### src/include/opl_consts.svh
// OPL channel stage constants for bank, channel, operator and width counts
`ifndef OPL_CONSTS_SVH
`define OPL_CONSTS_SVH

// register banks, each with its own channel set
`define OPL_NUM_BANKS 2

`define OPL_CH_PER_BANK 9     // two-operator channels only
`define OPL_OP_PER_BANK 18    // two operators per channel

`define OPL_OP_WIDTH 13       // signed operator output
`define OPL_SAMPLE_WIDTH 16   // signed stereo sample

// headroom for 18 channels of summed operator pairs
`define OPL_ACC_WIDTH 20

// channel 0 connection and pan register, channel c sits at base + c
`define OPL_REG_CH_BASE 8'hC0

`endif

### src/verilog/opl_pkg.sv
// OPL channel stage package with the shared vector types, structs and mixer states
`include "opl_consts.svh"

package opl_pkg;

    typedef logic                                bank_t;
    typedef logic [4:0]                          op_idx_t;   // operator within a bank
    typedef logic [3:0]                          ch_idx_t;   // channel within a bank
    typedef logic signed [`OPL_OP_WIDTH-1:0]     op_out_t;
    typedef logic signed [`OPL_SAMPLE_WIDTH-1:0] sample_t;
    typedef logic signed [`OPL_ACC_WIDTH-1:0]    acc_t;
    typedef logic [7:0]                          reg_addr_t;
    typedef logic [7:0]                          reg_data_t;

    typedef struct packed {
        bank_t   bank;
        op_idx_t op_idx;
        op_out_t value;
    } op_result_t;

    typedef struct packed {
        logic      valid;
        bank_t     bank;
        reg_addr_t addr;
        reg_data_t data;
    } reg_wr_t;

    typedef struct packed {
        logic cnt;    // 1 = additive, 0 = second operator only
        logic pan_l;
        logic pan_r;
    } channel_cfg_t;

    typedef struct packed {
        sample_t left;
        sample_t right;
    } stereo_t;

    typedef enum logic [2:0] {
        IDLE,
        READ_SECOND,
        READ_FIRST,
        ACCUMULATE,
        CLAMP,
        SEND,
        WAIT_ACK_LOW
    } mixer_state_t;

endpackage

### src/verilog/operator_capture.sv
// Operator capture block that stores handshaked operator results and flags a full frame
`timescale 1ns/10ps
`include "opl_consts.svh"

module operator_capture (
    input  logic                clk,
    input  logic                rst,
    input  logic                op_req,
    input  opl_pkg::op_result_t op_result,
    output logic                op_ack,
    input  logic                mixer_busy,
    output logic                mem_we,
    output opl_pkg::bank_t      mem_bank,
    output opl_pkg::op_idx_t    mem_addr,
    output opl_pkg::op_out_t    mem_wdata,
    output logic                ops_done
);
    localparam int NUM_OPS = `OPL_NUM_BANKS * `OPL_OP_PER_BANK;
    localparam int IDX_W   = $clog2(NUM_OPS);

    logic [NUM_OPS-1:0] written;    // one bit per operator of the frame
    logic [IDX_W-1:0]   flat_idx;
    logic               frame_full;
    logic               accept;

    // bank 1 operators follow the 18 of bank 0
    assign flat_idx = op_result.bank ? IDX_W'(op_result.op_idx) + IDX_W'(`OPL_OP_PER_BANK)
                                     : IDX_W'(op_result.op_idx);

    assign frame_full = &written;
    // hold off while the mixer reads the frame
    assign accept     = op_req && !op_ack && !mixer_busy;

    assign mem_we    = accept;
    assign mem_bank  = op_result.bank;
    assign mem_addr  = op_result.op_idx;
    assign mem_wdata = op_result.value;

    always_ff @(posedge clk) begin
        if (rst) begin
            op_ack   <= 1'b0;
            ops_done <= 1'b0;
            written  <= '0;
        end else begin
            ops_done <= frame_full;    // one cycle pulse as the bitmap clears
            if (accept)
                op_ack <= 1'b1;
            else if (!op_req)
                op_ack <= 1'b0;
            if (frame_full)
                written <= '0;
            else if (accept)
                written[flat_idx] <= 1'b1;
        end
    end

    // an ack only follows a request seen while the mixer was idle
    a_ack_needs_req: assert property (@(posedge clk) disable iff (rst)
        $rose(op_ack) |-> $past(op_req && !mixer_busy));

endmodule

### src/verilog/operator_out_mem.sv
// Operator result memory, two banks of operator values with one write and one registered read port
`timescale 1ns/10ps
`include "opl_consts.svh"

module operator_out_mem (
    input  logic             clk,
    input  logic             we,
    input  opl_pkg::bank_t   wbank,
    input  opl_pkg::op_idx_t waddr,
    input  opl_pkg::op_out_t wdata,
    input  logic             re,
    input  opl_pkg::bank_t   rbank,
    input  opl_pkg::op_idx_t raddr,
    output opl_pkg::op_out_t rdata
);
    opl_pkg::op_out_t mem [`OPL_NUM_BANKS][`OPL_OP_PER_BANK];

    always_ff @(posedge clk) begin
        if (we)
            mem[wbank][waddr] <= wdata;
    end

    // one cycle read latency, output holds between reads
    always_ff @(posedge clk) begin
        if (re)
            rdata <= mem[rbank][raddr];
    end

endmodule

### src/verilog/channel_regs.sv
// Channel register file, decodes connection and pan writes and serves one channel's config
`timescale 1ns/10ps
`include "opl_consts.svh"

module channel_regs (
    input  logic                  clk,
    input  logic                  rst,
    input  opl_pkg::reg_wr_t      reg_wr,
    input  opl_pkg::bank_t        cfg_bank,
    input  opl_pkg::ch_idx_t      cfg_ch,
    output opl_pkg::channel_cfg_t cfg
);
    opl_pkg::channel_cfg_t regs [`OPL_NUM_BANKS][`OPL_CH_PER_BANK];
    opl_pkg::reg_addr_t    ch_off;
    logic                  hit;

    // addresses below the base wrap to large offsets and miss too
    assign ch_off = reg_wr.addr - `OPL_REG_CH_BASE;
    assign hit    = reg_wr.valid && (ch_off < `OPL_CH_PER_BANK);

    always_ff @(posedge clk) begin
        if (rst) begin
            for (int b = 0; b < `OPL_NUM_BANKS; b++) begin
                for (int c = 0; c < `OPL_CH_PER_BANK; c++) begin
                    regs[b][c] <= '0;
                end
            end
        end else if (hit) begin
            regs[reg_wr.bank][ch_off[3:0]] <= '{
                cnt:   reg_wr.data[0],
                pan_l: reg_wr.data[4],
                pan_r: reg_wr.data[5]
            };
        end
    end

    // unused channel slots read as silent
    assign cfg = (cfg_ch < `OPL_CH_PER_BANK) ? regs[cfg_bank][cfg_ch] : '0;

endmodule

### src/verilog/channel_mixer.sv
// Channel mixer FSM, combines operator pairs per channel, pans, accumulates and sends a stereo sample
`timescale 1ns/10ps
`include "opl_consts.svh"

module channel_mixer (
    input  logic                  clk,
    input  logic                  rst,
    input  logic                  ops_done,
    output logic                  mixer_busy,
    output logic                  rd_en,
    output opl_pkg::bank_t        rd_bank,
    output opl_pkg::op_idx_t      rd_addr,
    input  opl_pkg::op_out_t      rd_data,
    output opl_pkg::bank_t        cfg_bank,
    output opl_pkg::ch_idx_t      cfg_ch,
    input  opl_pkg::channel_cfg_t cfg,
    output logic                  sample_req,
    input  logic                  sample_ack,
    output opl_pkg::stereo_t      sample
);
    localparam opl_pkg::acc_t ACC_MAX = (1 <<< (`OPL_SAMPLE_WIDTH - 1)) - 1;
    localparam opl_pkg::acc_t ACC_MIN = -(1 <<< (`OPL_SAMPLE_WIDTH - 1));

    opl_pkg::mixer_state_t state;
    opl_pkg::bank_t        bank;
    opl_pkg::ch_idx_t      ch;
    opl_pkg::op_out_t      op_second;    // held while the first operator is read
    opl_pkg::acc_t         acc_l;
    opl_pkg::acc_t         acc_r;
    opl_pkg::op_idx_t      op_first;
    opl_pkg::acc_t         chan_val;

    function automatic opl_pkg::sample_t clamp(opl_pkg::acc_t a);
        if (a > ACC_MAX)
            return opl_pkg::sample_t'(ACC_MAX);
        else if (a < ACC_MIN)
            return opl_pkg::sample_t'(ACC_MIN);
        else
            return opl_pkg::sample_t'(a);
    endfunction

    // channel c uses operators (c/3)*6 + c%3 and that plus 3
    assign op_first = {1'b0, ch / 4'd3} * 5'd6 + {1'b0, ch % 4'd3};

    assign rd_en   = (state == opl_pkg::READ_SECOND) || (state == opl_pkg::READ_FIRST);
    assign rd_bank = bank;
    assign rd_addr = (state == opl_pkg::READ_SECOND) ? op_first + 5'd3 : op_first;

    assign cfg_bank = bank;
    assign cfg_ch   = ch;

    // rd_data holds the first operator during ACCUMULATE
    assign chan_val = cfg.cnt ? opl_pkg::acc_t'(rd_data) + opl_pkg::acc_t'(op_second)
                              : opl_pkg::acc_t'(op_second);

    assign mixer_busy = ops_done || (state != opl_pkg::IDLE);

    always_ff @(posedge clk) begin
        if (rst) begin
            state      <= opl_pkg::IDLE;
            sample_req <= 1'b0;
            bank       <= 1'b0;
            ch         <= '0;
        end else begin
            case (state)
                opl_pkg::IDLE: begin
                    acc_l <= '0;
                    acc_r <= '0;
                    bank  <= 1'b0;
                    ch    <= '0;
                    if (ops_done)
                        state <= opl_pkg::READ_SECOND;
                end
                opl_pkg::READ_SECOND: begin
                    state <= opl_pkg::READ_FIRST;
                end
                opl_pkg::READ_FIRST: begin
                    op_second <= rd_data;
                    state     <= opl_pkg::ACCUMULATE;
                end
                opl_pkg::ACCUMULATE: begin
                    if (cfg.pan_l)
                        acc_l <= acc_l + chan_val;
                    if (cfg.pan_r)
                        acc_r <= acc_r + chan_val;
                    if (ch == opl_pkg::ch_idx_t'(`OPL_CH_PER_BANK - 1)) begin
                        ch <= '0;
                        if (bank) begin
                            state <= opl_pkg::CLAMP;
                        end else begin
                            bank  <= 1'b1;
                            state <= opl_pkg::READ_SECOND;
                        end
                    end else begin
                        ch    <= ch + 4'd1;
                        state <= opl_pkg::READ_SECOND;
                    end
                end
                opl_pkg::CLAMP: begin
                    sample.left  <= clamp(acc_l);
                    sample.right <= clamp(acc_r);
                    sample_req   <= 1'b1;
                    state        <= opl_pkg::SEND;
                end
                opl_pkg::SEND: begin
                    if (sample_ack) begin
                        sample_req <= 1'b0;
                        state      <= opl_pkg::WAIT_ACK_LOW;
                    end
                end
                opl_pkg::WAIT_ACK_LOW: begin
                    if (!sample_ack)
                        state <= opl_pkg::IDLE;    // releases operator input
                end
                default: begin
                    state <= opl_pkg::IDLE;
                end
            endcase
        end
    end

    // sample may not change under an open request
    a_sample_stable: assert property (@(posedge clk) disable iff (rst)
        sample_req && $past(sample_req) |-> $stable(sample));

endmodule

### src/verilog/opl_channels_top.sv
// OPL channel stage top, ties operator capture, operator memory, channel registers and mixer
`timescale 1ns/10ps

module opl_channels_top (
    input  logic                clk,
    input  logic                rst,
    input  opl_pkg::reg_wr_t    reg_wr,
    input  logic                op_req,
    input  opl_pkg::op_result_t op_result,
    output logic                op_ack,
    output logic                sample_req,
    input  logic                sample_ack,
    output opl_pkg::stereo_t    sample
);
    logic                  mem_we;
    opl_pkg::bank_t        mem_bank;
    opl_pkg::op_idx_t      mem_addr;
    opl_pkg::op_out_t      mem_wdata;
    logic                  ops_done;
    logic                  mixer_busy;    // back-pressure on operator input
    logic                  rd_en;
    opl_pkg::bank_t        rd_bank;
    opl_pkg::op_idx_t      rd_addr;
    opl_pkg::op_out_t      rd_data;
    opl_pkg::bank_t        cfg_bank;
    opl_pkg::ch_idx_t      cfg_ch;
    opl_pkg::channel_cfg_t cfg;

    operator_capture u_operator_capture (
        .clk        (clk),
        .rst        (rst),
        .op_req     (op_req),
        .op_result  (op_result),
        .op_ack     (op_ack),
        .mixer_busy (mixer_busy),
        .mem_we     (mem_we),
        .mem_bank   (mem_bank),
        .mem_addr   (mem_addr),
        .mem_wdata  (mem_wdata),
        .ops_done   (ops_done)
    );

    operator_out_mem u_operator_out_mem (
        .clk   (clk),
        .we    (mem_we),
        .wbank (mem_bank),
        .waddr (mem_addr),
        .wdata (mem_wdata),
        .re    (rd_en),
        .rbank (rd_bank),
        .raddr (rd_addr),
        .rdata (rd_data)
    );

    channel_regs u_channel_regs (
        .clk      (clk),
        .rst      (rst),
        .reg_wr   (reg_wr),
        .cfg_bank (cfg_bank),
        .cfg_ch   (cfg_ch),
        .cfg      (cfg)
    );

    channel_mixer u_channel_mixer (
        .clk        (clk),
        .rst        (rst),
        .ops_done   (ops_done),
        .mixer_busy (mixer_busy),
        .rd_en      (rd_en),
        .rd_bank    (rd_bank),
        .rd_addr    (rd_addr),
        .rd_data    (rd_data),
        .cfg_bank   (cfg_bank),
        .cfg_ch     (cfg_ch),
        .cfg        (cfg),
        .sample_req (sample_req),
        .sample_ack (sample_ack),
        .sample     (sample)
    );

endmodule

### config.mk
export PLATFORM = sky130hd
export DESIGN_NAME = opl_channels_top
export DESIGN_NICKNAME = d
export VERILOG_FILES = /design/src/verilog/opl_pkg.sv /design/src/verilog/operator_capture.sv /design/src/verilog/operator_out_mem.sv /design/src/verilog/channel_regs.sv /design/src/verilog/channel_mixer.sv /design/src/verilog/opl_channels_top.sv
export VERILOG_INCLUDE_DIRS = /design/src /design/src/include
export SDC_FILE = /design/constraint.sdc
export NUM_CORES = 1
export LEC_CHECK = 0
export ABC_AREA = 1
export ABC_CLOCK_PERIOD_IN_PS = 7400
export BUFFER_PORTS_ARGS = -buffer_cell sky130_fd_sc_hd__buf_2
export CAP_MARGIN = 10
export CORE_MARGIN = 3
export CORE_UTILIZATION = 55
export CTS_CLUSTER_DIAMETER = 200
export DETAILED_ROUTE_END_ITERATION = 8
export HOLD_SLACK_MARGIN = 0.08
export PLACE_DENSITY_LB_ADDON = 0.15
export REMOVE_ABC_BUFFERS = 1
export SLEW_MARGIN = 20
export SYNTH_ARGS = -nofsm -noshare
export SYNTH_HDL_FRONTEND = slang
export SYNTH_HIERARCHICAL = 1
export SYNTH_SLANG_ARGS = --single-unit
### constraint.sdc
create_clock -name clk -period 7.4 [get_ports clk]
set_clock_uncertainty 0.1 [all_clocks]
set_input_delay 1.48 -clock clk [delete_from_list [all_inputs] [get_ports clk]]
set_output_delay 1.48 -clock clk [all_outputs]
set_load 0.005 [all_outputs]
Yosys cells after proc, flatten, opt, wreduce, memory -nomap -nowiden:

Memory sizes are Yosys's and may differ from the RTL's. A register that Yosys moved wholly into a read port is not among the register bits.
Cells that the tools add are included.

* bitwise operators: 6
* equal/unequal tests: 14
* reductions and logical operators: 24
* multiply operators: 1
* $add $sub $neg: 8
* muxes and demuxes: 50
* div/mod/pow operators: 2
* magnitude comparators: 14

Operators with widths (number)
* 234-bit 2-to-1 mux: 1
* 27-bit 2-to-1 mux: 3
* 20-bit one-hot mux with 2 select lines: 2
* 13-bit binary-select mux with 5-bit select: 1
* 13-bit demux with 5-bit select: 1
* 20-bit 2-to-1 mux: 3
* 20-bit adder: 2
* 20-bit by 16-bit > comparator with 1-bit output, second input constant: 2
* 20-bit by 16-bit < comparator with 1-bit output, second input constant: 2
* 13-bit 2-to-1 mux: 3
* 36-bit OR: 1
* 36-bit AND reduction: 1
* 16-bit 2-to-1 mux: 2
* 3-bit 2-to-1 mux: 9
* 27-bit OR reduction: 1
* 3-bit one-hot mux with 7 select lines: 1
* 1-bit 2-to-1 mux: 15
* 13-bit by 13-bit adder with 14-bit output: 1
* 3-bit binary-select mux with 4-bit select: 1
* 3-bit demux with 4-bit select: 1
* 6-bit >= comparator, second input constant: 2
* 5-bit NOT with 6-bit output: 2
* 5-bit >= comparator, second input constant: 2
* 2-bit != test, second input constant: 5
* 36 further kinds: 55

* register bits: 145
* input bits: 41
* memory bits (writable): 522
* output and inout port bits: 34
* memories kept: 2
* word-level logic and storage cells: 134

Memory list
* u_operator_out_mem.mem: words 2, bits a word 234, read ports 1, clocked after memory_dff 1, write ports 1, line operator_out_mem.sv:16 `` opl_pkg::op_out_t mem [`OPL_NUM_BANKS][`OPL_OP_PER_BANK]; ``
* u_channel_regs.regs: words 2, bits a word 27, read ports 1, clocked after memory_dff 1, write ports 2, line channel_regs.sv:13 `` opl_pkg::channel_cfg_t regs [`OPL_NUM_BANKS][`OPL_CH_PER_BANK]; ``

Depth between registers and ports, before layout:

* word-level depth: 9
* mapped depth: 30
* mapped depth without buffers: 29

Hierarchy:

Netlist, hierarchy kept.

By module, submodules not included
* operator_out_mem: area an instance 19851.5 µm², sequential area each 14443.9 µm², times used 1, cells each 1753
* channel_mixer: area an instance 6610.1 µm², sequential area each 2732.6 µm², times used 1, cells each 794
* channel_regs: area an instance 2874.0 µm², sequential area each 1621.6 µm², times used 1, cells each 334
* operator_capture: area an instance 1780.5 µm², sequential area each 760.7 µm², times used 1, cells each 232

Least setup slack after synthesis:

Ideal clock, no wire load.

* path kind: input -> register
* start: input rst
* end: register u_channel_mixer/sample[0] (netlist name)
* stages: 2
* required time: 6.795 ns
* setup time: 0.505 ns
* slack: 2.000 ns
* arrival: 4.795 ns
* path buffers: 1
* cells stage by stage: clkbuf_1 nor4_1

* word-level cells in the longest chain between the ends: 2

RTL lines
* start, declared: line opl_channels_top.sv:6 `input logic rst,`
* 1-bit NOT (no source line)
* 2-bit AND reduction (no source line)

No other way between the ends.
A chain may end at the register's enable or synchronous reset.

Worst setup path after layout:

* start: register u_channel_mixer.ch[0] (netlist: u_channel_mixer/cfg_ch[0])
* end: register u_operator_out_mem.rdata[11] (data pin)

* word-level cells in the longest chain between the ends: 9
* elaborated cells on any way between the ends: 10
* those cells by class: add/sub: 2; mul: 1; div: 2; mux: 4; bitwise: 1

RTL lines
* start, declared: line channel_mixer.sv:26 `opl_pkg::ch_idx_t ch;`
* start signal, assigned: line channel_mixer.sv:95 `ch <= ch + 4'd1;`
* 4-bit by 2-bit divider with 4-bit output: line channel_mixer.sv:43 `assign op_first = {1'b0, ch / 4'd3} * 5'd6 + {1'b0, ch % 4'd3};`
* 4-bit by 2-bit multiplier with 4-bit output: line channel_mixer.sv:43
* 5-bit by 4-bit adder with 5-bit output *: line channel_mixer.sv:43
* 5-bit by 2-bit adder with 5-bit output: line channel_mixer.sv:47 `assign rd_addr = (state == opl_pkg::READ_SECOND) ? op_first + 5'd3 : op_first;`
* 5-bit 2-to-1 mux *: line channel_mixer.sv:47
* via rd_addr[4]: line opl_channels_top.sv:23 `opl_pkg::op_idx_t rd_addr;`
* 5-bit NOT with 6-bit output (not written as such) *: line operator_out_mem.sv:26 `rdata <= mem[rbank][raddr];`
* 13-bit binary-select mux with 5-bit select *: line operator_out_mem.sv:26
* 13-bit 2-to-1 mux (not written as such) * (2 in series): line operator_out_mem.sv:26
* end signal, assigned: line operator_out_mem.sv:26
* end, declared: line operator_out_mem.sv:14 `output opl_pkg::op_out_t rdata`

The timed path passes the listed nets; every way through them passes the cells marked *. The select of a mux whose other input is x is not followed.

==> flow_metrics.tcl <==
set metrics [dict create \
    cts_tree "yes" \
    crit_family "simple AND/OR/NAND/NOR gates" \
    reg2reg_to "u_operator_out_mem/rdata[11]$_DFFE_PP_" \
    p_leak_nw 13.5 \
    cp_slowest_stage_delay_ns 0.87 \
    synth_edf_count 620 \
    root_buffer "clkbuf_16" \
    fin_cells 3957 \
    rows 86 \
    grt_max_degree 96 \
    worst-r2r-setup-slack_ns 1.73 \
    crit_buf_inv 5 \
    die_w_um 244 \
    outcome "finished, final reports clean" \
    startpoint "u_channel_mixer/cfg_ch[0]$_SDFFE_PP0P_" \
    drive_above_1_share 0.0944 \
    synth_flop_cell "edfxtp_1" \
    dp.cells 3827 \
    worst_pin_slew_ns 1.04 \
    critPathRequiredTime_ns 7.76 \
    path_max_fanout 21 \
    timing.final.crit_period_ns 5.67 \
    drt_iter0_markers 2134 \
    powerDensity_nw_per_um2 259 \
    path_common_cell "inv_1" \
    worstPathArrival_ns 6.04 \
    clock_path_buffers 3 \
    max_cap_viol_count 0 \
    worst_path_max_delay_cell "dfxtp_1" \
    clock_latency_ns 0.61 \
    endpoint_kind "register" \
    hold_class "register to register" \
    postCtsSetupBuffers 0 \
    path_depth 20 \
    ir_worst_vdd_v 0.000265 \
    crit_type "register to register" \
    p_total_mw 8.93 \
    clock-sinks 667 \
    htreeDepth 3 \
    cts_made_buffers 72 \
    drv_slew 0 \
    r2r-start "u_channel_mixer/cfg_ch[0]$_SDFFE_PP0P_" \
    ys.warnings.count 6 \
    crit_path_end "u_operator_out_mem/rdata[11]$_DFFE_PP_" \
    synth_cell_types 52 \
    ys_seq_area_frac 0.629 \
    place.gp.congestion 0.879 \
    rsz0062_at_grt "false" \
    core_um2 55500 \
    wl_per_cell_um 18.8 \
    clk_pin_slew_ns 0.06 \
    postSynthCellCount 3113 \
    first_global_vias 21016 \
    period_share 0.766 \
    ys_seq_elements 667 \
    relSlewSlack 0.304 \
    r2r.worst_path.cells 20 \
    start_util 0.560 \
    drt-total-wl_mm 74.5 \
    portBuffers 69 \
    hold_buffers 0 \
    setup_viol 0 \
    critPathLaunchType "register" \
    drc 0 \
    syn_area_per_cell_um2 10.0 \
    first_pass_iters 6 \
    area_delta_synth_final_pct 10.7 \
    hold_viol_final 0 \
    async_flop_share 0 \
    antenna_found_initial 0 \
    num_vias 21918 \
    grt_overflow 0 \
    grt_pass1_wl_mm 116 \
    hpwl_mm 46.2 \
    antenna_cells 0 \
    die-area_um2 59500 \
    via_per_inst 5.54 \
    grt_usage 0.251 \
    io_pins 75 \
    fin_nets 3264 \
    syn-cell-area_um2 31100 \
    finish.utilization 0.620 \
    ctsResizeCount 0 \
    die_h_um 244 \
    path_cells "inv_1 -> ha_1 -> o21ai_4 -> xor2_1 -> ha_1 -> inv_1 -> nand2_2 -> nor2_4 -> inv_1 -> ha_1 -> fa_1 -> ha_1 -> xnor2_1 -> inv_1 -> nor4_1 -> xor2_1 -> inv_1 -> nor3_2 -> nand2_1 -> nand2_1" \
    dpl_cell_area_um2 32000 \
    design_area_um2 34400 \
    fmax_ghz 0.176 \
    ant_nets 0 \
]
-- layout by cell type, fill, tap and decap left out, drive strengths merged, types with 13 or more instances in the layout --
cell type  count
nor3          53
nand3        276
inv          305
nor2         338
clkbuf        89
ha            65
clkinv        30
a21oi        186
o21ai        162
o22ai         13
edfxtp       620
nand2        817
dfxtp         47
buf          111
-- worst reg2reg max path: cells and delay by family, from the launching register on --
kind	cells	cell delay, ns
compound gates	1	0.18
xor+xnor	3	0.67
fa+ha+maj	5	1.42
buf+inv	5	0.77
flops	1	0.87
simple gates	6	1.54
-- Yosys cell counts (2+ instances only) --
master      n  area [um2]
ha_1       65         813
o41ai_1     2        17.5
inv_2      11        41.3
edfxtp_1  620       18600
o21bai_1    3        22.5
nand3_1   273        1370
o21ai_2     2        17.5
buf_4      36         270
o211ai_1    2        15.0
nand2_1   805        3020
nor2_1    321        1200
nor2_4      7        78.8
o21ai_1    15        75.1
xnor2_1     8        70.1
inv_1     287        1080
buf_1      10        37.5
nand3_4     3        52.6
xor2_2      2        32.5
inv_4       2        12.5
o21a_1      6        45.0
o21ai_0   144         721
clkbuf_1   34         128
nor4_1      4        25.0
o22ai_1    13        81.3
fa_1        5         100
nand4_1    11        68.8
or2_2       2        12.5
dfxtp_1    47         941
nor3_1     48         240
xor2_1      9        78.8
a21oi_1   186         931
buf_2      52         260
clkinv_1    4        15.0
nand2_4     3        33.8
nand2_2     9        56.3
nor3b_1     3        22.5
and3_1      9        56.3
nor2_2      8        50.1
buf_6      13         146
nor2_8      2        40.0
a21o_1      9        67.6
a41oi_1     2        17.5
nor3_2      5        50.1
a31oi_1     3        18.8
-- final cells by class --
type                            count  area, um2
Fill cell                        4530      21100
Sequential cell                   667      19600
Inverter                          305       1150
Clock inverter                     41        442
Multi-Input combinational cell   1996       9760
Clock buffer                       89       1920
Tap cell                          748        936
Timing Repair Buffer              111        661
-- cells by family (layout without fill, tap and decap cells) --
kind of cell    Yosys count  count (layout)  synth area share
simple gates           1516            1516             0.206
flops                   667             667             0.629
buf+inv                 450             546            0.0641
compound gates          391             391            0.0665
fa+ha+maj                70              70            0.0294
xor+xnor                 19              19           0.00583
-- worst min path at each step --
| stage | startpoint | endpoint | slack, ns | depth (start not counted) |
|---|---|---|---|---|
| after floorplan | u_operator_capture/written[16]$_SDFFE_PP0P_ | u_operator_capture/written[16]$_SDFFE_PP0P_ | 0.33 | 2 |
| after global placement | u_operator_capture/written[20]$_SDFFE_PP0P_ | u_operator_capture/written[20]$_SDFFE_PP0P_ | 0.34 | 2 |
| after detailed placement | u_operator_capture/written[18]$_SDFFE_PP0P_ | u_operator_capture/written[18]$_SDFFE_PP0P_ | 0.34 | 2 |
| after CTS | u_operator_capture/written[26]$_SDFFE_PP0P_ | u_operator_capture/written[26]$_SDFFE_PP0P_ | 0.35 | 2 |
| after global routing | u_operator_capture/written[24]$_SDFFE_PP0P_ | u_operator_capture/written[24]$_SDFFE_PP0P_ | 0.37 | 2 |
| final | u_operator_capture/written[31]$_SDFFE_PP0P_ | u_operator_capture/written[31]$_SDFFE_PP0P_ | 0.35 | 2 |
-- where the power goes --
group	internal, mW	switching (mW)
clock network	2.14	1.45
registers	4.22	0.0477
logic	0.307	0.764
total	6.67	2.27
-- layer usage --
metal	global-route usage	wire length (um)
met1	0.336	30700
met2	0.420	36300
met3	0.0347	4920
met4	0.0929	2570
met5	0	0
-- registers in the layout, indices dropped and copies added, names as in the netlist --
name / cells
u_channel_mixer/acc_r: 20
u_channel_mixer/acc_l: 20
u_operator_out_mem/mem: 468
u_operator_capture/op_ack: 1
u_channel_mixer/sample: 32
u_operator_capture/written: 36
u_operator_capture/ops_done: 1
u_channel_mixer/sample_req: 1
u_channel_mixer/cfg_ch: 4
u_channel_mixer/cfg_bank: 1
u_operator_out_mem/rdata: 13
u_channel_mixer/state: 3
u_channel_mixer/op_second: 13
u_channel_regs/regs: 54
-- through the flow --
| stage | setup TNS, ns | setup slack (ns) | hold WS, ns |
|---|---|---|---|
| 2_1_floorplan | -46.10 | -2.35 | 0.330 |
| 3_3_place_gp | 0 | 1.96 | 0.337 |
| 3_5_place_dp | 0 | 1.87 | 0.340 |
| 4_1_cts | 0 | 1.73 | 0.349 |
| 5_1_grt | 0 | 1.26 | 0.373 |
| 6_report | 0 | 1.73 | 0.347 |
Power figures use the tool's default switching activity.
